`src/rtl/vram_pkg.sv`:
```
`default_nettype none

package vram_pkg;

	localparam int vram_addr_w = 13;	// 8 KiB
	localparam int vram_data_w = 8;

	localparam int oam_bytes = 160;	// 40 sprites, 4 bytes each

	// cpu reads see a floating bus while the picture unit renders
	localparam logic [vram_data_w-1:0] open_bus_data = 8'hff;

	// owner of the access that sits at the memory
	typedef enum logic [1:0] {
		idle      = 2'd0,
		cpu_cycle = 2'd1,
		dma_cycle = 2'd2
	} arb_state_t;

endpackage

`default_nettype wire

```
`src/rtl/dma_counter.sv`:
```
`default_nettype none
`timescale 1ns/100ps

module dma_counter (
	input  logic clk,
	input  logic rst_n,
	input  logic dma_start,
	input  logic [4:0] dma_src_page,
	input  logic dma_step,
	output logic dma_busy,
	output logic [vram_pkg::vram_addr_w-1:0] dma_addr,
	output logic [7:0] dma_index,
	output logic dma_last
);

	logic run;
	logic [1:0] drain;	// read pipeline depth after the last step
	logic [7:0] count;
	logic [4:0] page;
	logic start_ok;

	assign start_ok = dma_start && !dma_busy;	// restart ignored mid copy
	assign dma_busy = run || (drain != 2'd0);
	assign dma_last = run && (count == 8'(vram_pkg::oam_bytes - 1));
	assign dma_index = count;
	assign dma_addr = {page, count};	// page * 256 + count

	always_ff @(posedge clk) begin
		if (!rst_n) begin
			run <= 1'b0;
			drain <= 2'd0;
			count <= 8'd0;
		end else if (start_ok) begin
			run <= 1'b1;
			count <= 8'd0;
		end else if (run && dma_step) begin
			if (dma_last) begin
				run <= 1'b0;
				drain <= 2'd2;
			end else begin
				count <= count + 8'd1;
			end
		end else if (drain != 2'd0) begin
			drain <= drain - 2'd1;
		end
	end

	always_ff @(posedge clk) begin
		if (start_ok)
			page <= dma_src_page;
	end

	a_count_range: assert property (@(posedge clk) disable iff (!rst_n)
		dma_busy |-> (count < 8'(vram_pkg::oam_bytes)));

	// arbiter stops granting once the last byte is out
	a_step_in_run: assert property (@(posedge clk) disable iff (!rst_n)
		dma_step |-> run);

endmodule

`default_nettype wire

```
`config.mk`:
```
export PLATFORM = sky130hd
export DESIGN_NAME = dma_counter
export DESIGN_NICKNAME = d
export VERILOG_FILES = /design/src/rtl/vram_pkg.sv /design/src/rtl/dma_counter.sv
export SDC_FILE = /design/constraint.sdc
export NUM_CORES = 1
export LEC_CHECK = 0
export ABC_AREA = 1
export BUFFER_PORTS_ARGS = -buffer_cell sky130_fd_sc_hd__buf_2
export CAP_MARGIN = 5
export CORE_MARGIN = 1.5
export CORE_UTILIZATION = 47
export CTS_CLUSTER_DIAMETER = 100
export DETAILED_ROUTE_END_ITERATION = 10
export PLACE_DENSITY = 0.88
export SLEW_MARGIN = 0
export SYNTH_ARGS = -nofsm -noshare
export SYNTH_HDL_FRONTEND = slang
export SYNTH_SLANG_ARGS = --single-unit
```
`constraint.sdc`:
```
create_clock -name clk -period 1.54 [get_ports clk]
set_clock_uncertainty 0.15 [all_clocks]
set_input_delay 0.077 -clock clk [delete_from_list [all_inputs] [get_ports clk]]
set_output_delay 0.077 -clock clk [all_outputs]
set_load 0.02 [all_outputs]
```
==> flow_summary.ini <==
[outcome]
outcome = complete, no violations

[grt]
track_usage_pct = 19.93
grt_max_degree = 10
grt-ovfl-total = 0
antenna_found_initial = 0
grt_first_pass_wirelength_mm = 3.001
grt_pass1_vias = 711

[route]
drc_errors = 0
wirelength_mm = 1.863
drtAntennaViolNets = 0
viasPerCell = 4.566
avgRoutedWirePerCell_um = 10.77
drtIter0Drc = 14
firstDrtPassIters = 4
vias = 790

[sta]
hold_viol = 0
slew_viol_final = 0
setup_ws_ns = 0.001239
setup_viol = 0
tns_ns = 0
min_period_over_period_pct = 99.92
finalCriticalPeriod_ns = 1.539
relSlewSlack_pct = 82.18
hold_ws_ns = 0.0006122
fmax_mhz = 649.9
rsz0062_at_grt = true
tightestPinTransition_ns = 0.2662

[logic_synthesis]
synth_cells = 111
synthFlopType = dfxtp_1
synth_nets = 122
synth_area_leaders = dfxtp_1 26%, edfxtp_1 18%, nand2_1 12%
ys_warn_count = 0
synth_top_area_share_pct = 26.07
yosysMostFrequentCell = nand2_1
ys_seq_area_share_pct = 43.85
synthTopCellsByCount = 26 x nand2_1, 19 x inv_1, 12 x nor2_1
synth-edff-count = 5
synth.avg_cell_area_um2 = 7.609
async_flop_share_pct = 0
yosys_register_bits = 16
ys_types = 19
synth_area_leader_cell = dfxtp_1
syn-cell-area_um2 = 844.6

[clock_network]
clk_path_buf_depth = 2
cts-root-buf = clkbuf_4
cts_sinks = 16
insertion_delay_ns = 0.29
htree_levels = 1
path_clk_slew_ns = 0.09
tritoncts = built
cts_buffers = 3

[critical_path]
cp.depth = 6
worstPathCellList = ha_4, inv_1, nor2_4, nand3_4, nor2_2, buf_6
path_max_fanout = 7
cp-start-kind = flip-flop
cp-startpoint = dma_index[0]
critPathKind = reg2out
path_delay_family = flip-flops
cp-endpoint = dma_last
cp.required_ns = 1.31
cpPeakStageDelay_ns = 0.40
reg2reg_depth = 8
worst-r2r-setup-slack_ns = 0.07
worst-path-buf-inv = 2
reg2reg_from = dma_index[0]
crit_slowest_cell = dfxtp_4
crit_path_end_kind = output port
timing.rr.end = dma_index[2]
worstPathArrival_ns = 1.31

[floorplanning]
coreArea_um2 = 1708
num_io_pins = 32
die_h_um = 45.39
die_area_um2 = 2060
start_util_pct = 49.45
die_w_um = 45.39
rows = 15

[flow_run]
maxCapViolations = 0

[power_and_ir_drop]
p_leak_nw = 0.5387
p_int_uw = 792.1
power_frac_comb_pct = 37.9
p_seq_share_pct = 43.5
switchingPower_uw = 475.6
total_power_mw = 1.268
clockPowerShare_pct = 18.6
sw_frac_of_total_pct = 37.51
peakVddDrop_uv = 783.6
p_per_area_nw_per_um2 = 1111

[layout]
area_growth_pct = 35.11
drive_gt1_share_pct = 35.81
antennaDiodeCount = 0
utilization_pct = 66.81
fill_cells = 136
finalNetCount = 160

[worst_hold_path]
hp-class = in2reg

[place]
gp_congestion = 0.8500
post-place-ws_ns = 0.04373
port_buffers = 31
dp_hpwl_mm = 1.356
-- registers in the layout (all words and copies together), names as in the netlist --
name / cells
dma_index: 8
drain: 2
page: 5
run: 1
-- repair_timing --
action,in CTS,in global routing
pin swaps,1,1
resized for setup,6,9
endpoints found under the hold margin,8,0
buffers inserted,2,0
hold buffers,7,0
setup endpoints to repair,1,9
-- routing by layer --
metal | up-vias | routed length (µm) | GRT usage, %
li1 | 415 | - | -
met2 | 22 | 870 | 31.55
met1 | 348 | 904 | 26.87
met3 | 5 | 48 | 2.381
met4 | 0 | 40 | 9.412
met5 | - | 0 | 0
-- layout by cell type, fill, tap and decap left out --
cell type and instances:
dfxtp_1 7, nand3_1 6, a21oi_2 1, a21oi_1 6
nor2_4 1, nand2_4 1, nor3_1 1, inv_2 1
inv_1 18, buf_4 3, nand3_4 1, nand3_2 2
dlygate4sd3_1 7, dfxtp_2 2, xnor2_1 1, nand4_1 1
nor2_2 2, nand2_2 1, o21ai_2 1, xor2_1 1
o21ai_0 1, clkbuf_4 3, clkbuf_1 1, ha_4 1
nor2_1 10, o21ai_1 3, edfxtp_1 5, ha_1 1
dfxtp_4 2, buf_6 1, nand2_1 26, buf_2 30
-- stage by stage --
step           cell area [µm²]  std cells
2_1_floorplan            849.6        111
3_3_place_gp             983.4        160
3_5_place_dp             983.4        160
4_1_cts                   1116        173
5_1_grt                   1141        173
6_report                  1141        173
-- power by group through the flow --
stage | registers, mW | logic (mW) | clock network (mW)
floorplan | 0.601 | 0.287 | 0
global placement | 0.556 | 0.433 | 0
detailed placement | 0.559 | 0.452 | 0
CTS | 0.552 | 0.469 | 0.239
global route | 0.562 | 0.545 | 0.253
finish | 0.551 | 0.481 | 0.235
-- worst register-to-register path, delay by kind of cell, from the launching register on --
family | cells | cell delay (ns)
and+or+nand+nor | 4 | 0.35
buffers and inverters | 2 | 0.22
adders and majority gates | 1 | 0.15
AOI/OAI and AO/OA | 1 | 0.13
DFF | 1 | 0.40
-- cells by family after synthesis --
logic type	after synthesis	synth area share (%)
and+or+nand+nor	52	28.44
buffers and inverters	27	15.56
DFF	16	43.85
AOI/OAI and AO/OA	12	7.110
xor gates and xnor gates	2	2.074
adders and majority gates	2	2.962
-- area by class of cell --
type / count / area [µm²] / share of cell area (%)
multi-input combinational: 68 / 377.9 / 33.11
tap: 25 / 31.28 / 2.741
timing repair buffer: 41 / 254.0 / 22.26
inverter: 19 / 71.32 / 6.250
sequential: 16 / 380.4 / 33.33
clock buffer: 4 / 26.28 / 2.303
-- worst min-delay path by stage --
stage / from / endpoint / slack (ns) / cells after the start
floorplan: dma_src_page[0] / page[0] / 0.03 / 0
global placement: dma_src_page[1] / page[1] / 0.10 / 1
detailed placement: dma_src_page[0] / page[0] / 0.11 / 1
CTS: dma_step / run / 0.02 / 4
global route: dma_step / run / 0.04 / 4
finish: dma_step / run / 0.0006 / 4
No activity file was read; power rests on OpenSTA's default activity.
