<file path="src/rtl/vram_pkg.sv">
`default_nettype none

package vram_pkg;

	localparam int vram_addr_w = 13;	// 8 KiB
	localparam int vram_data_w = 8;

	localparam int oam_bytes = 160;	// 40 sprites, 4 bytes each

	// cpu reads see a floating bus while the picture unit renders
	localparam logic [vram_data_w-1:0] open_bus_data = 8'hff;

	// owner of the access that sits at the memory
	typedef enum logic [1:0] {
		idle      = 2'd0,
		cpu_cycle = 2'd1,
		dma_cycle = 2'd2
	} arb_state_t;

endpackage

`default_nettype wire

</file>
<file path="src/rtl/vram_arbiter_fsm.sv">
`default_nettype none
`timescale 1ns/100ps

module vram_arbiter_fsm (
	input  logic clk,
	input  logic rst_n,
	input  logic ppu_busy,
	input  logic ppu_fetch_req,
	input  logic [vram_pkg::vram_addr_w-1:0] ppu_fetch_addr,
	input  logic head_valid,
	input  logic head_write,
	input  logic [vram_pkg::vram_addr_w-1:0] head_addr,
	input  logic [vram_pkg::vram_data_w-1:0] head_wdata,
	output logic cpu_pop,
	input  logic dma_busy,
	input  logic [vram_pkg::vram_addr_w-1:0] dma_addr,
	input  logic [7:0] dma_index,
	input  logic dma_last,
	output logic dma_step,
	output logic ram_we,
	output logic [vram_pkg::vram_addr_w-1:0] ram_addr,
	output logic [vram_pkg::vram_data_w-1:0] ram_wdata,
	input  logic [vram_pkg::vram_data_w-1:0] ram_rdata,
	output logic cpu_rsp_valid,
	output logic [vram_pkg::vram_data_w-1:0] cpu_rsp_data,
	output logic ppu_fetch_valid,
	output logic [vram_pkg::vram_data_w-1:0] ppu_fetch_data,
	output logic oam_we,
	output logic [7:0] oam_index,
	output logic [vram_pkg::vram_data_w-1:0] oam_wdata
);

	vram_pkg::arb_state_t state;
	vram_pkg::arb_state_t next_state;
	vram_pkg::arb_state_t st2_state;
	logic dma_tail;
	logic dma_active;
	logic st1_fetch;
	logic st2_fetch;
	logic st1_wr;
	logic st2_wr;
	logic st1_open;
	logic st2_open;
	logic [7:0] st1_index;
	logic [7:0] st2_index;

	// counter keeps dma_busy up while the last bytes drain
	assign dma_active = dma_busy && !dma_tail;

	// fixed priority with the fetcher first
	assign dma_step = !ppu_fetch_req && dma_active;
	assign cpu_pop = !ppu_fetch_req && !dma_active && head_valid;

	always_comb begin
		if (dma_step)
			next_state = vram_pkg::dma_cycle;
		else if (cpu_pop)
			next_state = vram_pkg::cpu_cycle;
		else
			next_state = vram_pkg::idle;	// fetch or no access
	end

	always_ff @(posedge clk) begin
		if (!rst_n) begin
			state <= vram_pkg::idle;
			st2_state <= vram_pkg::idle;
			st1_fetch <= 1'b0;
			st2_fetch <= 1'b0;
			ram_we <= 1'b0;
			dma_tail <= 1'b0;
		end else begin
			state <= next_state;
			st2_state <= state;
			st1_fetch <= ppu_fetch_req;
			st2_fetch <= st1_fetch;
			ram_we <= cpu_pop && head_write && !ppu_busy;	// rendering drops writes
			dma_tail <= dma_busy && (dma_tail || (dma_step && dma_last));
		end
	end

	always_ff @(posedge clk) begin
		if (ppu_fetch_req)
			ram_addr <= ppu_fetch_addr;
		else if (dma_active)
			ram_addr <= dma_addr;
		else
			ram_addr <= head_addr;
		ram_wdata <= head_wdata;
		st1_wr <= head_write;
		st2_wr <= st1_wr;
		st1_open <= ppu_busy;	// sampled at grant
		st2_open <= st1_open;
		st1_index <= dma_index;
		st2_index <= st1_index;
	end

	assign ppu_fetch_valid = st2_fetch;
	assign ppu_fetch_data = ram_rdata;

	assign cpu_rsp_valid = (st2_state == vram_pkg::cpu_cycle) && !st2_wr;
	assign cpu_rsp_data = st2_open ? vram_pkg::open_bus_data : ram_rdata;

	assign oam_we = (st2_state == vram_pkg::dma_cycle);
	assign oam_index = st2_index;
	assign oam_wdata = ram_rdata;

	a_one_grant: assert property (@(posedge clk) disable iff (!rst_n)
		$onehot0({ppu_fetch_req, dma_step, cpu_pop}));

endmodule

`default_nettype wire

</file>
<file path="config.mk">
export PLATFORM = sky130hd
export DESIGN_NAME = vram_arbiter_fsm
export DESIGN_NICKNAME = d
export VERILOG_FILES = /design/src/rtl/vram_pkg.sv /design/src/rtl/vram_arbiter_fsm.sv
export SDC_FILE = /design/constraint.sdc
export NUM_CORES = 1
export LEC_CHECK = 0
export BUFFER_PORTS_ARGS = -buffer_cell sky130_fd_sc_hd__buf_2
export CAP_MARGIN = 20
export CORE_MARGIN = 1
export CORE_UTILIZATION = 37
export CTS_BUF_LIST = sky130_fd_sc_hd__clkbuf_4
export DETAILED_ROUTE_END_ITERATION = 10
export MAX_ROUTING_LAYER = met4
export PLACE_DENSITY = 0.78
export SLEW_MARGIN = 10
export SYNTH_ARGS = -nofsm -noshare
export SYNTH_HDL_FRONTEND = slang
export SYNTH_SLANG_ARGS = --single-unit
</file>
<file path="constraint.sdc">
create_clock -name clk -period 1 [get_ports clk]
set_input_delay 0.15 -clock clk [delete_from_list [all_inputs] [get_ports clk]]
set_output_delay 0.15 -clock clk [all_outputs]
set_load 0.03 [all_outputs]
</file>
==> run metrics <==
clock power share=22.7%; Final period util=130%; Die ar.=~5000 um2; RePlAce Congestion=around 0.76; Reg power frac=51.5%; minimum clock period=1.30 ns; die width=slightly above 70 um; number of cells on the worst reg-to-reg path=4; Overall Global Routing Usage=about a fifth; Mapped Nets=220; Data arrival, critical path=between 1 and 1.5 ns; Post-Syn Instances=149; row cnt=24; Reg2Reg Setup Slack=-0.02 ns; critical-path cell list=nand2b_4 -> and2_4 -> buf_6; combinational share of power=between 20% and 30%; worst-path maximum fanout=5; Yosys warning total=0; DP Worst Slack=0.0233 ns; hold_sp=ppu_fetch_addr[2]; clk buf depth=2; share of post-route cells with drive strength above 1=about 70%; Crit Reg-Reg Endpoint=ram_addr[9]; Die Ht=70.8 um; clk root buf=clkbuf_4; core area=between 4000 and 5000 um2; Hold Crit Endpoint=ram_addr[2]; FF+latch count, synth=49; RSZ-0062 raised after global routing=yes; Final Hold Viols=0; via count of the first global-routing pass=1,544; Fmax=771 MHz; main area contributors after synthesis=dfxtp_1 56%, nand4bb_1 8.4%, buf_4 7.3%, o311ai_1 5.0%, or2_2 2.9%; final antenna-violating net count=0; worst hold path depth=3; port bufs=approximately 130; first-pass GRT wire length=between 7 and 8 mm; Initial Utilization=around 39%; Syn Area/Cell=approximately 12 um2; commonest cells after routing, fill and taps aside=86 x buf_2, 46 x buf_6, 34 x dfxtp_2; CP peak stage delay=between 0.3 and 0.4 ns; crit start category=flop; max-slew violations=0; grt total ovfl=0; worst hold path type=primary input to flop; unique cell type count in the Yosys netlist=21; Worst setup EP type=primary output; CP max-delay cell=dfxtp_4; DRC Markers=0; final worst slack=-0.297 ns; nets=370; DR vias=around 1,600; clk slew on worst S/H paths=0.14 ns; post-route cell area=roughly 3100 um2; internal power=2910 uW; CTS H-tree lvls=2; routed vias/inst=~4.6; largest net degree at the start of global routing=22; number of max-cap violations=0; register area share after synthesis=56.0%; total CTS buffers=5; routed length per instance=between 10 and 15 um; pwr dens=between 1000 and 1500 nW/um2; leakage power total=0.00148 uW; NetSw=between 1000 and 1500 uW; Post-Route WL=about 4.8 mm; Sw Ratio=30.1%; Ports=130; largest area contributor in the netlist=dfxtp_1; HPWL after DPL=a little under 3 mm; synthesized area=1750 um2; Layout Skew=around 0.0072 ns; Tightest Pin Transition=~0.22 ns; worst vdd ir=0.651 mV; WP data required=about 0.85 ns; Slew HR=a little under nine tenths; Setup-failing EPs final=27; Yosys top cell area share=a little under three fifths; First-pass DRT Iterations=5; Reg2Reg Launch Point=dma_tail; synth-to-layout area growth=78.1%; clock sink count=between 40 and 50; CTS tree=yes; worst skew pair latency=around 0.36 ns; area post-placement=about 2300 um2; commonest non-fill, non-tap cell in the layout=buf_2; initial antenna violation count=0; status=finished with violations; CP Class=flop to primary output; Iter 0 DRT Violations=58; ant diodes=0; failing checks=negative setup slack
## registers in the layout, summed over array words and instances, names as in the netlist
signal / count
dma_tail: 1
oam_index: 8
ppu_fetch_valid: 1
ram_addr: 13
ram_wdata: 8
ram_we: 1
st1_fetch: 1
st1_index: 8
st1_open: 1
st1_wr: 1
st2_open: 1
st2_state: 2
st2_wr: 1
state: 2
## area by class of cell
type	instances	area [um2]
inverter	13	48.8
clock buffer	5	37.5
clock inverter	3	25.0
fill	329	1320
sequential	49	1030
timing repair buffer	166	1280
tap	52	65.1
multi-input combinational	64	629
## worst max-delay path, delay by kind of cell (launching register included)
family                 cells  cell delay (ns)
flip-flops                 1             0.37
AND/OR/NAND/NOR            2             0.29
buffers and inverters      1             0.13
## power by group through the flow
stage	combinational (uW)	sequential, uW	clock [uW]
2_1_floorplan	359	2330	0
3_3_place_gp	774	2140	0
3_5_place_dp	784	2150	0
4_1_cts	1020	2140	979
5_1_grt	1130	2160	1050
6_report	1080	2140	944
## metal layers
metal / track usage [%] / routed length [um]
met5: - / 0
met4: 8.00 / 72
met3: 3.99 / 294
met2: 37.3 / 2660
met1: 18.5 / 1730
## cell usage after synthesis (all sizes together)
cell      n
dfxtp    49
buf      23
inv      13
nand2    13
nand4bb  13
o311ai   13
or2       8
and2      5
nor2b     5
nor3b     2
and3      1
and4      1
nand2b    1
nor2      1
o211a     1
## stage by stage
step / std cells / setup TNS [ns] / power (uW) / util [%] / hold slack, ns
CTS: 349 / -4.12 / 4130 / 67.2 / 0.00684
global route: 352 / -4.99 / 4340 / 70.2 / 0.000376
finish: 352 / -3.12 / 4170 / 70.2 / 0.00592
global placement: 313 / 0 / 2920 / 52.0 / 0.252
floorplan: 149 / -0.0237 / 2680 / - / 0.178
detailed placement: 313 / 0 / 2930 / 52.0 / 0.254
## worst max-delay path by stage
stage,from,slack [ns],to
floorplan,dma_tail,-0.02,dma_step
global placement,dma_tail,0.03,cpu_pop
detailed placement,dma_tail,0.02,cpu_pop
CTS,dma_tail,-0.31,cpu_pop
global route,dma_tail,-0.35,cpu_pop
finish,dma_tail,-0.30,cpu_pop
## kinds of logic (layout without fill, tap and decap cells)
family / count (synthesis) / count (layout) / share of synthesized area [%]
compound gates: 14 / 14 / 8.36
simple gates: 50 / 50 / 21.0
flops: 49 / 49 / 56.0
buf+inv: 36 / 187 / 14.6
## timing repair
action / in CTS / in global routing
pin swaps: 9 / 14
hold buffers: 27 / 0
gates resized for setup: 126 / 19
hold endpoints to repair: 27 / 0
setup endpoints to repair: 43 / 56
buffers inserted: 1 / 3
No activity file was read; power rests on OpenSTA's default activity.
