[src/rtl/vram_pkg.sv]
`default_nettype none

package vram_pkg;

	localparam int vram_addr_w = 13;	// 8 KiB
	localparam int vram_data_w = 8;

	localparam int oam_bytes = 160;	// 40 sprites, 4 bytes each

	// cpu reads see a floating bus while the picture unit renders
	localparam logic [vram_data_w-1:0] open_bus_data = 8'hff;

	// owner of the access that sits at the memory
	typedef enum logic [1:0] {
		idle      = 2'd0,
		cpu_cycle = 2'd1,
		dma_cycle = 2'd2
	} arb_state_t;

endpackage

`default_nettype wire

[src/rtl/cpu_req_fifo.sv]
`default_nettype none
`timescale 1ns/100ps

module cpu_req_fifo #(
	parameter int fifo_depth = 4
) (
	input  logic clk,
	input  logic rst_n,
	input  logic cpu_req_valid,
	input  logic cpu_req_write,
	input  logic [vram_pkg::vram_addr_w-1:0] cpu_req_addr,
	input  logic [vram_pkg::vram_data_w-1:0] cpu_req_wdata,
	input  logic cpu_pop,
	output logic head_valid,
	output logic head_write,
	output logic [vram_pkg::vram_addr_w-1:0] head_addr,
	output logic [vram_pkg::vram_data_w-1:0] head_wdata,
	output logic cpu_credit
);

	localparam int ptr_w = (fifo_depth > 1) ? $clog2(fifo_depth) : 1;
	localparam int cnt_w = $clog2(fifo_depth + 1);
	localparam int entry_w = 1 + vram_pkg::vram_addr_w + vram_pkg::vram_data_w;

	logic [entry_w-1:0] entries [fifo_depth];
	logic [ptr_w-1:0] wr_ptr;
	logic [ptr_w-1:0] rd_ptr;
	logic [cnt_w-1:0] fill;

	function automatic logic [ptr_w-1:0] ptr_next(input logic [ptr_w-1:0] ptr);
		if (ptr == ptr_w'(fifo_depth - 1))
			return '0;	// wrap, depth need not be a power of two
		return ptr + 1'b1;
	endfunction

	assign head_valid = (fill != '0);
	assign {head_write, head_addr, head_wdata} = entries[rd_ptr];

	always_ff @(posedge clk) begin
		if (!rst_n) begin
			wr_ptr <= '0;
			rd_ptr <= '0;
			fill <= '0;
			cpu_credit <= 1'b0;
		end else begin
			if (cpu_req_valid)
				wr_ptr <= ptr_next(wr_ptr);
			if (cpu_pop)
				rd_ptr <= ptr_next(rd_ptr);
			fill <= fill + cnt_w'(cpu_req_valid) - cnt_w'(cpu_pop);
			cpu_credit <= cpu_pop;	// one credit back per removed entry
		end
	end

	always_ff @(posedge clk) begin
		if (cpu_req_valid)
			entries[wr_ptr] <= {cpu_req_write, cpu_req_addr, cpu_req_wdata};
	end

	// cpu must hold a credit before it pushes
	a_no_overflow: assert property (@(posedge clk) disable iff (!rst_n)
		!(cpu_req_valid && (fill == cnt_w'(fifo_depth))));

	// arbiter pops only a presented head
	a_no_underflow: assert property (@(posedge clk) disable iff (!rst_n)
		cpu_pop |-> head_valid);

endmodule

`default_nettype wire

[config.mk]
export PLATFORM = sky130hd
export DESIGN_NAME = cpu_req_fifo
export DESIGN_NICKNAME = d
export VERILOG_FILES = /design/src/rtl/vram_pkg.sv /design/src/rtl/cpu_req_fifo.sv
export SDC_FILE = /design/constraint.sdc
export NUM_CORES = 1
export LEC_CHECK = 0
export ABC_AREA = 1
export BUFFER_PORTS_ARGS = -buffer_cell sky130_fd_sc_hd__buf_4
export CAP_MARGIN = 30
export CORE_MARGIN = 8
export CORE_UTILIZATION = 62
export CTS_CLUSTER_SIZE = 20
export DETAILED_ROUTE_END_ITERATION = 8
export PLACE_DENSITY_LB_ADDON = 0.05
export RECOVER_POWER = 25
export SYNTH_ARGS = -nofsm -noshare
export SYNTH_HDL_FRONTEND = slang
export SYNTH_SLANG_ARGS = --single-unit
[constraint.sdc]
create_clock -name clk -period 2.2 [get_ports clk]
set_input_delay 0.44 -clock clk [delete_from_list [all_inputs] [get_ports clk]]
set_output_delay 0.44 -clock clk [all_outputs]
set_load 0.01 [all_outputs]
==> results of run 1 <==
==> worst max path at each step <==
stage | end | slack [ns] | depth (start not counted) | startpoint
finish | head_wdata[4] | 0.23 | 5 | flop
global route | head_wdata[4] | 0.09 | 5 | flop
CTS | head_wdata[4] | 0.22 | 5 | flop
detailed placement | fill[2] | 0.45 | 8 | cpu_pop
global placement | fill[2] | 0.47 | 8 | cpu_pop
floorplan | fill[2] | 0.64 | 7 | cpu_pop
==> per-stage QoR <==
step	utilization	instances	hold slack, ns	worst slack, ns	area [µm²]
CTS	0.751	453	0.252	0.219	4740
finish	0.742	453	0.277	0.234	4680
detailed placement	0.715	437	0.483	0.450	4520
global placement	0.715	437	0.488	0.474	4520
global route	0.742	453	0.262	0.0946	4680
floorplan	-	318	0.469	0.640	4030
==> cell families (layout without fill, tap and decap cells) <==
group	after synthesis	in the layout	share of synthesized area
AOI/OAI and AO/OA	72	72	0.125
and+or+nand+nor	65	65	0.0612
adders and majority gates	8	8	0.0267
DFF	98	98	0.705
buffers and inverters	75	133	0.0813
==> power by group <==
part           switching [mW]  internal, mW
Clock                   0.608         0.649
Sequential             0.0374          2.13
Combinational           0.286         0.215
Total                   0.931          2.99
==> final cells by class <==
| cell class | count | area share |
|---|---|---|
| Sequential cell | 98 | 0.608 |
| Multi-Input combinational cell | 145 | 0.184 |
| Timing Repair Buffer | 57 | 0.0919 |
| Inverter | 60 | 0.0481 |
| Clock buffer | 9 | 0.0265 |
| Clock inverter | 7 | 0.0216 |
| Tap cell | 77 | 0.0206 |
==> cells in the final DEF, fill, tap and decap left out <==
cell / count
fa_1: 1
nor2_1: 8
o21ai_1: 2
ha_1: 7
buf_4: 36
clkbuf_1: 16
dfxtp_2: 2
nand2_1: 55
inv_1: 60
clkbuf_8: 9
o21ai_0: 23
edfxtp_1: 88
clkinvlp_4: 2
bufinv_16: 2
a21oi_1: 25
buf_12: 5
clkinv_4: 1
o211ai_1: 4
inv_6: 2
dfxtp_1: 8
nand3_1: 2
o211ai_2: 18
==> state kept, by name, summed over array words and instances (netlist names), named ones only <==
signal and flops:
rd_ptr 2, entries 88, wr_ptr 2, cpu_credit 1
fill 3
==> worst register-to-register path, delay by kind of cell (launching register included) <==
family,cells,cell delay (ns)
buffers and inverters,3,0.15
and+or+nand+nor,3,0.23
adders and majority gates,3,0.76
DFF,1,0.31
==> layer usage <==
metal  wire (µm)  up-vias  track usage
met3         320       15       0.0512
li1            -     1182            -
met2        3170       45        0.244
met1        2870     1076        0.158
met4         161        0       0.0781
met5           0        -            0
==> flow_summary_export.csv, run 1 <==
group,metric,value,unit
placement,hpwl,4170,µm
floorplan,ios,50,
hold_path,min_from,"cpu_req_wdata[2]",
critical_path,criticalPathCategory,"flop to output port",
global_routing,grt_pass1_vias,2362,
outcome,run_status,"finished, final reports clean",
layout,layout.nets,405,
clock_tree,insertion_delay,0.36,ns
floorplan,fp.coreArea,6310,µm²
hold_path,min_to,"entries[1][2]",
timing,final_hold_viol_count,0,
clock_tree,hold_buffers,0,
layout,multiInputGateArea,860,µm²
layout,regArea,2850,µm²
placement,gp_congestion,0.753,
synthesis,synthesis.area,4030,µm²
timing,finalCriticalPeriod,1.97,ns
layout,antenna_cells,0,
synthesis,synth.largest_area_cell,"edfxtp_1",
synthesis,synth_cell_types,17,
synthesis,synth_seq_area_share,0.705,
timing,fin_crit_sh,0.894,
synthesis,netlist_top_cells_area,"edfxtp_1, inv_1, o211ai_2",
critical_path,critPathTopFamily,"flip-flops",
global_routing,grt_max_degree,61,
drt,ant_nets,0,
critical_path,critPathSlowestCell,"dfxtp_2",
critical_path,cp.arrival,1.53,ns
run,maxCapViolCount,0,
synthesis,avgSynthCellArea,12.7,µm²
critical_path,path_max_fanout,34,
critical_path,worst-path-buf-inv,2,
critical_path,cp_slowest_stage_delay,0.50,ns
critical_path,r2r_start,"fill[0]",
drt,drc_errors,0,
power_and_ir_drop,power.density,838,nW/µm²
critical_path,rrSetupSlack,0.70,ns
timing,fmax,509,MHz
clock_tree,cts_sinks,98,
clock_tree,cts.clk_slew.worst_paths,0.09,ns
drt,dr.pass1.iters,4,
clock_tree,cts_tree,"yes",
synthesis,synth_warnings,0,
power_and_ir_drop,leakage,1.88,nW
critical_path,reg2reg_depth,9,
critical_path,worstPathRequired,1.76,ns
global_routing,grt_usage,0.146,
drt,first_iter_violations,93,
hold_path,hold_path.class,"input port to flop",
layout,nFillCells,434,
synthesis,syn_inst,318,
timing,slew-limit-headroom,0.696,
global_routing,grt_remaining_overflow,0,
synthesis,synth_nets,352,
power_and_ir_drop,peakVddDrop,0.000582,V
critical_path,critPathLaunchType,"flop",
power_and_ir_drop,power,3.92,mW
clock_tree,cts_buffers,9,
floorplan,fp.dieH,96.6,µm
timing,worstMarginPinSlew,0.456,ns
timing,setup_viol,0,
synthesis,synthFlopType,"edfxtp_1",
floorplan,row_count,29,
clock_tree,post_cts_resized,0,
drt,routed_wirelength,6520,µm
timing,skew,0.00898,ns
drt,vias_per_cell,5.12,
synthesis,synth_seq_cells,98,
hold_path,hold-path-cell-count,1,
placement,portBuffers,49,
global_routing,grt_pass1_wl,10800,µm
timing,rsz0062_at_grt,"false",
critical_path,worstPathCellList,"buf_12 -> a21oi_1 -> o21ai_0 -> nand2_1 -> buf_4",
layout,drive_above_1_share,0.205,
floorplan,start_util,0.638,
synthesis,synth_edf_count,88,
layout,syn_to_final_growth,16.2,%
synthesis,async_flop_share,0,
drt,vias,2318,
synthesis,yosys.area.top_type_share,0.656,
floorplan,die-area,9340,µm²
global_routing,antenna_found_initial,0,
timing,tns,0,ns
critical_path,end_kind,"output port",
clock_tree,cts.htree.levels,3,
clock_tree,max-clock-path-buffers,2,
drt,wire_per_inst,14.4,µm
clock_tree,postCtsSetupBuffers,0,
clock_tree,ctsRootBufferMaster,"clkbuf_8",
synthesis,yosys-top-cells-count,"edfxtp_1, inv_1, nand2_1, a21oi_1, o21ai_0",
synthesis,yosysMostFrequentCell,"edfxtp_1",
floorplan,chipWidth,96.6,µm
critical_path,timing.rr.end,"fill[2]",
timing,slew_violations,0,
Note: power is estimated with default switching activity, not from simulation.
==> run 2: changes to the inputs <==
--- a/config.mk
+++ b/config.mk
@@ -9,7 +9,8 @@
 export BUFFER_PORTS_ARGS = -buffer_cell sky130_fd_sc_hd__buf_4
 export CAP_MARGIN = 30
 export CORE_MARGIN = 8
-export CORE_UTILIZATION = 62
+export CORE_UTILIZATION = 35
+export CTS_BUF_LIST = sky130_fd_sc_hd__clkbuf_4 sky130_fd_sc_hd__clkbuf_8
 export CTS_CLUSTER_SIZE = 20
 export DETAILED_ROUTE_END_ITERATION = 8
 export PLACE_DENSITY_LB_ADDON = 0.05
==> run 2 against run 1 <==
Critical endpoint is now head_addr[7]. Largest cell class unchanged. Combinational power up 0.8%. Sequential cell count unchanged. Non-clock buffer count up 5. Worst setup slack improved by 0.036 ns. Power down 3.8%. Worst hold slack better by 0.014 ns. Wire length is 16% higher. First-iteration DRC count is 15% higher.
==> flow_summary_export.csv, run 2 (synthesized netlist as in run 1, its figures left out) <==
group,metric,value,unit
power_and_ir_drop,peakVddDrop,0.000311,V
timing,slew-limit-headroom,0.730,
global_routing,grt_pass1_wl,11900,µm
timing,skew,0.00834,ns
hold_path,hold_path.class,"input port to flop",
drt,first_iter_violations,107,
critical_path,worstPathRequired,1.76,ns
layout,syn_to_final_growth,16.9,%
layout,nFillCells,1084,
clock_tree,cts_sinks,98,
clock_tree,hold_buffers,0,
clock_tree,ctsRootBufferMaster,"clkbuf_8",
layout,final_area,4710,µm²
timing,tns,0,ns
critical_path,end_kind,"output port",
global_routing,grt_usage,0.103,
critical_path,criticalPathCategory,"flop to output port",
layout,layout.nets,410,
timing,fin_crit_sh,0.877,
timing,slew_violations,0,
timing,worstMarginPinSlew,0.405,ns
placement,place_area,4590,µm²
critical_path,critPathSlowestCell,"dfxtp_4",
layout,final_common_cell,"edfxtp_1",
clock_tree,max-clock-path-buffers,2,
clock_tree,cts_buffers,9,
global_routing,grt_max_degree,45,
timing,finalCriticalPeriod,1.93,ns
drt,vias,2313,
placement,hpwl,4790,µm
drt,ant_nets,0,
critical_path,cp.arrival,1.49,ns
floorplan,ios,50,
critical_path,path_max_fanout,44,
clock_tree,cts.htree.levels,3,
layout,antenna_cells,0,
floorplan,start_util,0.356,
timing,fmax,518,MHz
timing,setup_viol,0,
floorplan,fp.dieH,123,µm
drt,vias_per_cell,4.42,
layout,drive_above_1_share,0.211,
timing,hold_slack,0.292,ns
run,maxCapViolCount,0,
global_routing,grt_pass1_vias,2263,
critical_path,cp_slowest_stage_delay,0.45,ns
power_and_ir_drop,power.density,800,nW/µm²
floorplan,die-area,15200,µm²
layout,largest_reg_flops,88,
drt,wire_per_inst,14.4,µm
floorplan,fp.coreArea,11300,µm²
drt,routed_wirelength,7540,µm
layout,reg.largest.list,"entries: 88 flops, fill: 3 flops",
clock_tree,insertion_delay,0.35,ns
placement,gp_congestion,0.652,
floorplan,chipWidth,123,µm
outcome,run_status,"finished, final reports clean",
drt,dr.pass1.iters,4,
layout,mostFrequentLayoutCells,"edfxtp_1, inv_1, nand2_1, buf_4, a21oi_1",
floorplan,row_count,39,
timing,final_hold_viol_count,0,
layout,largest-register,"entries",
critical_path,critPathLaunchType,"flop",
timing,rsz0062_at_grt,"false",
global_routing,antenna_found_initial,0,
clock_tree,post_cts_resized,0,
drt,drc_errors,0,
global_routing,grt_remaining_overflow,0,
clock_tree,postCtsSetupBuffers,0,
clock_tree,cts_tree,"yes",
clock_tree,cts.clk_slew.worst_paths,0.09,ns
placement,portBuffers,49,
critical_path,worstPathCellList,"buf_12 -> a21oi_1 -> o21ai_0 -> nand2_1 -> buf_4",
power_and_ir_drop,leakage,1.87,nW
## run 2: changes by cell type in the layout (fill, tap and decap cells not counted)
| cell | change |
|---|---|
| inv_6 | -2 |
| dfxtp_2 | -1 |
| buf_4 | +9 |
| buf_12 | -4 |
| clkinv_4 | -1 |
| clkinv_1 | +1 |
| bufinv_16 | -1 |
| clkinv_2 | +2 |
| dfxtp_4 | +1 |
## run 2: through the flow
stage,total power [mW],util,setup WS (ns),std cells
6_report,3.77,0.416,0.270,523
3_5_place_dp,2.74,0.405,0.453,508
4_1_cts,3.86,0.422,0.214,523
2_1_floorplan,2.49,-,0.640,318
3_3_place_gp,2.73,0.405,0.459,508
5_1_grt,3.96,0.416,0.137,523
## run 2: final cells by class
type	instances	area (µm²)	area share
multi-input cells	145	860	0.182
repair buffers	62	418	0.0887
flip-flops and latches	98	2850	0.604
well taps	143	179	0.0380
clock buffers	9	124	0.0263
clock inverters	6	58.8	0.0125
inverters	60	225	0.0478
## run 2: worst paths after layout
kind / startpoint / to / slack [ns] / cells past startpoint
worst max-delay path: flop / head_addr[7] / 0.27 / 5
worst min-delay path: cpu_req_write / entries[1][21] / 0.29 / 1
worst max register to register: wr_ptr[0] / entries[0][15] / 0.67 / 5
worst min register to register: rd_ptr[0] / flop / 0.51 / 2
## run 2: per-layer routing
layer	vias up	GRT usage	share of wire
met5	-	0	0
li1	1190	-	-
met3	6	0.0292	0.037
met2	36	0.167	0.48
met1	1081	0.128	0.47
met4	0	0.0384	0.011
## run 2: worst max-delay path, delay by kind of cell (launching register included)
family	cells	cell delay, ns
buffers and inverters	2	0.39
flip-flops	1	0.45
AO/OA/AOI/OAI	2	0.19
AND/OR/NAND/NOR	1	0.09
## run 2: report_power, final
group | leakage [nW] | internal, mW | switching [mW] | total (mW)
clock | 0.0885 | 0.512 | 0.593 | 1.10
combinational | 0.890 | 0.211 | 0.295 | 0.506
sequential | 0.892 | 2.12 | 0.0352 | 2.16
==> run 3: changes to the inputs <==
==> constraint.sdc (replaced) <==
create_clock -name clk -period 2.2 [get_ports clk]
set_input_delay 0.22 -clock clk [delete_from_list [all_inputs] [get_ports clk]]
set_output_delay 0.22 -clock clk [all_outputs]
set_load 0.01 [all_outputs]
==> run 3 against run 2 <==
Sequential power about the same. Highest routed layer unchanged. Critical path depth unchanged. Largest cell class unchanged. Critical path type unchanged. Combinational power is 3% lower. Non-clock buffer count decreased by 4. Design area fell by 0.50%. Sequential share of layout area increased by 0.31 points. Count of clock-buffer cells in the layout increased by 2. Power is 3.4% lower. Utilization decreased by 0.21 points. Global-route usage rose by 0.28 points. Wire length down 0.64%. Clock power is 12% lower.
==> flow_summary_export.csv, run 3 (synthesized netlist as in run 1, its figures left out) <==
group,metric,value,unit
clock_tree,post_cts_resized,0,
timing,layout_setup_ws,0.331,ns
power_and_ir_drop,p_seq_frac,0.598,
layout,syn_to_final_growth,16.3,%
drt,ant_nets,0,
drt,drc_errors,0,
hold_path,hold_path.class,"input port to flop",
critical_path,criticalPathCategory,"flop to output port",
timing,finalCriticalPeriod,1.87,ns
clock_tree,hold_buffers,0,
critical_path,cp.arrival,1.65,ns
placement,portBuffers,49,
layout,drive_above_1_share,0.190,
global_routing,antenna_found_initial,0,
layout,reg.largest.list,"entries: 88 flops, fill: 3 flops",
drt,dr.pass1.iters,4,
layout,final_common_cell,"edfxtp_1",
drt,wire_per_inst,14.5,µm
floorplan,row_count,39,
timing,setup_viol,0,
floorplan,start_util,0.356,
drt,routed_wirelength,7500,µm
timing,tns,0,ns
critical_path,end_kind,"output port",
timing,slew-limit-headroom,0.668,
clock_tree,cts_tree,"yes",
clock_tree,cts.clk_slew.worst_paths,0.08,ns
run,maxCapViolCount,0,
power_and_ir_drop,clockPowerShare,0.267,
clock_tree,cts.htree.levels,3,
timing,slew_violations,0,
timing,final_hold_viol_count,0,
power_and_ir_drop,intPower,2.75,mW
clock_tree,postCtsSetupBuffers,0,
timing,worstMarginPinSlew,0.497,ns
global_routing,grt_max_degree,47,
timing,rsz0062_at_grt,"false",
placement,hpwl,4760,µm
clock_tree,ctsRootBufferMaster,"clkbuf_8",
timing,fin_crit_sh,0.850,
floorplan,fp.dieH,123,µm
layout,layout.nets,406,
layout,nFillCells,1090,
outcome,run_status,"finished, final reports clean",
floorplan,die-area,15200,µm²
global_routing,grt_pass1_vias,2343,
layout,largest-register,"entries",
clock_tree,max-clock-path-buffers,2,
drt,first_iter_violations,118,
clock_tree,cts_sinks,98,
floorplan,chipWidth,123,µm
global_routing,grt_remaining_overflow,0,
floorplan,fp.coreArea,11300,µm²
critical_path,worstPathRequired,1.98,ns
global_routing,grt_pass1_wl,12000,µm
critical_path,critPathLaunchType,"flop",
layout,antenna_cells,0,
global_routing,grt_usage,0.106,
timing,fmax,535,MHz
power_and_ir_drop,power.density,777,nW/µm²
drt,vias,2309,
timing,skew,0.00574,ns
power_and_ir_drop,switchingPower,890,µW
floorplan,ios,50,
power_and_ir_drop,swShare,0.244,
power_and_ir_drop,leakage,1.84,nW
clock_tree,insertion_delay,0.35,ns
power_and_ir_drop,peakVddDrop,0.000385,V
layout,mostFrequentLayoutCells,"edfxtp_1, inv_1, nand2_1, buf_4, a21oi_1",
power_and_ir_drop,power_frac_comb,0.135,
placement,pre_cts_slack,0.660,ns
drt,vias_per_cell,4.47,
layout,largest_reg_flops,88,
critical_path,path_max_fanout,18,
clock_tree,cts_buffers,9,
placement,gp_congestion,0.703,
## run 3: cell count changes in the layout (fill, tap and decap cells not counted), sizes merged
cell,delta
buf,-6
clkinvlp,-2
bufinv,-1
clkinv,-1
clkbuf,+4
## run 3: power groups by stage
stage,logic [mW],registers [mW],clock network [mW]
after floorplan,0.298,2.19,0
after detailed placement,0.522,2.22,0
after global routing,0.562,2.19,1.08
final,0.493,2.18,0.972
after CTS,0.523,2.18,1.01
after global placement,0.519,2.22,0
## run 3: worst paths after layout
path,start,endpoint,slack [ns],cells after the start
min,cpu_req_addr[9],entries[2][17],0.07,1
max,flop,head_addr[2],0.33,5
max reg2reg,fill[0],fill[2],0.70,8
min reg2reg,rd_ptr[0],flop,0.50,2
## run 3: cell type report
| cell class | instances | area [µm²] | share of cell area |
|---|---|---|---|
| sequential | 98 | 2850 | 0.607 |
| inverter | 60 | 225 | 0.0480 |
| multi-input combinational | 145 | 860 | 0.183 |
| clock inverter | 2 | 7.51 | 0.00160 |
| timing repair buffer | 58 | 430 | 0.0918 |
| tap | 143 | 179 | 0.0382 |
| clock buffer | 11 | 139 | 0.0296 |
## run 3: per-stage QoR
stage,hold WS (ns),area (µm²),instances,power [mW],util
after detailed placement,0.424,4610,504,2.74,0.407
after global placement,0.425,4610,504,2.74,0.407
after CTS,0.0356,4760,517,3.71,0.420
after global routing,0.0576,4690,517,3.83,0.414
after floorplan,0.313,4030,318,2.49,-
final,0.0707,4690,517,3.64,0.414
## run 3: per-layer routing
| metal | wire (µm) | vias to the layer above | track usage | part of all wire |
|---|---|---|---|---|
| met5 | 0 | - | 0 | 0 |
| met4 | 163 | 0 | 0.0542 | 0.022 |
| met3 | 359 | 16 | 0.0260 | 0.048 |
| met2 | 3510 | 49 | 0.164 | 0.47 |
| met1 | 3470 | 1062 | 0.135 | 0.46 |
| li1 | - | 1182 | - | - |
## run 3: critical path, stage by stage, from the launching register on
cell	delay (ns)
dfxtp_2	0.65
buf_4	0.27
a21oi_1	0.05
o21ai_0	0.11
nand2_1	0.07
buf_4	0.15
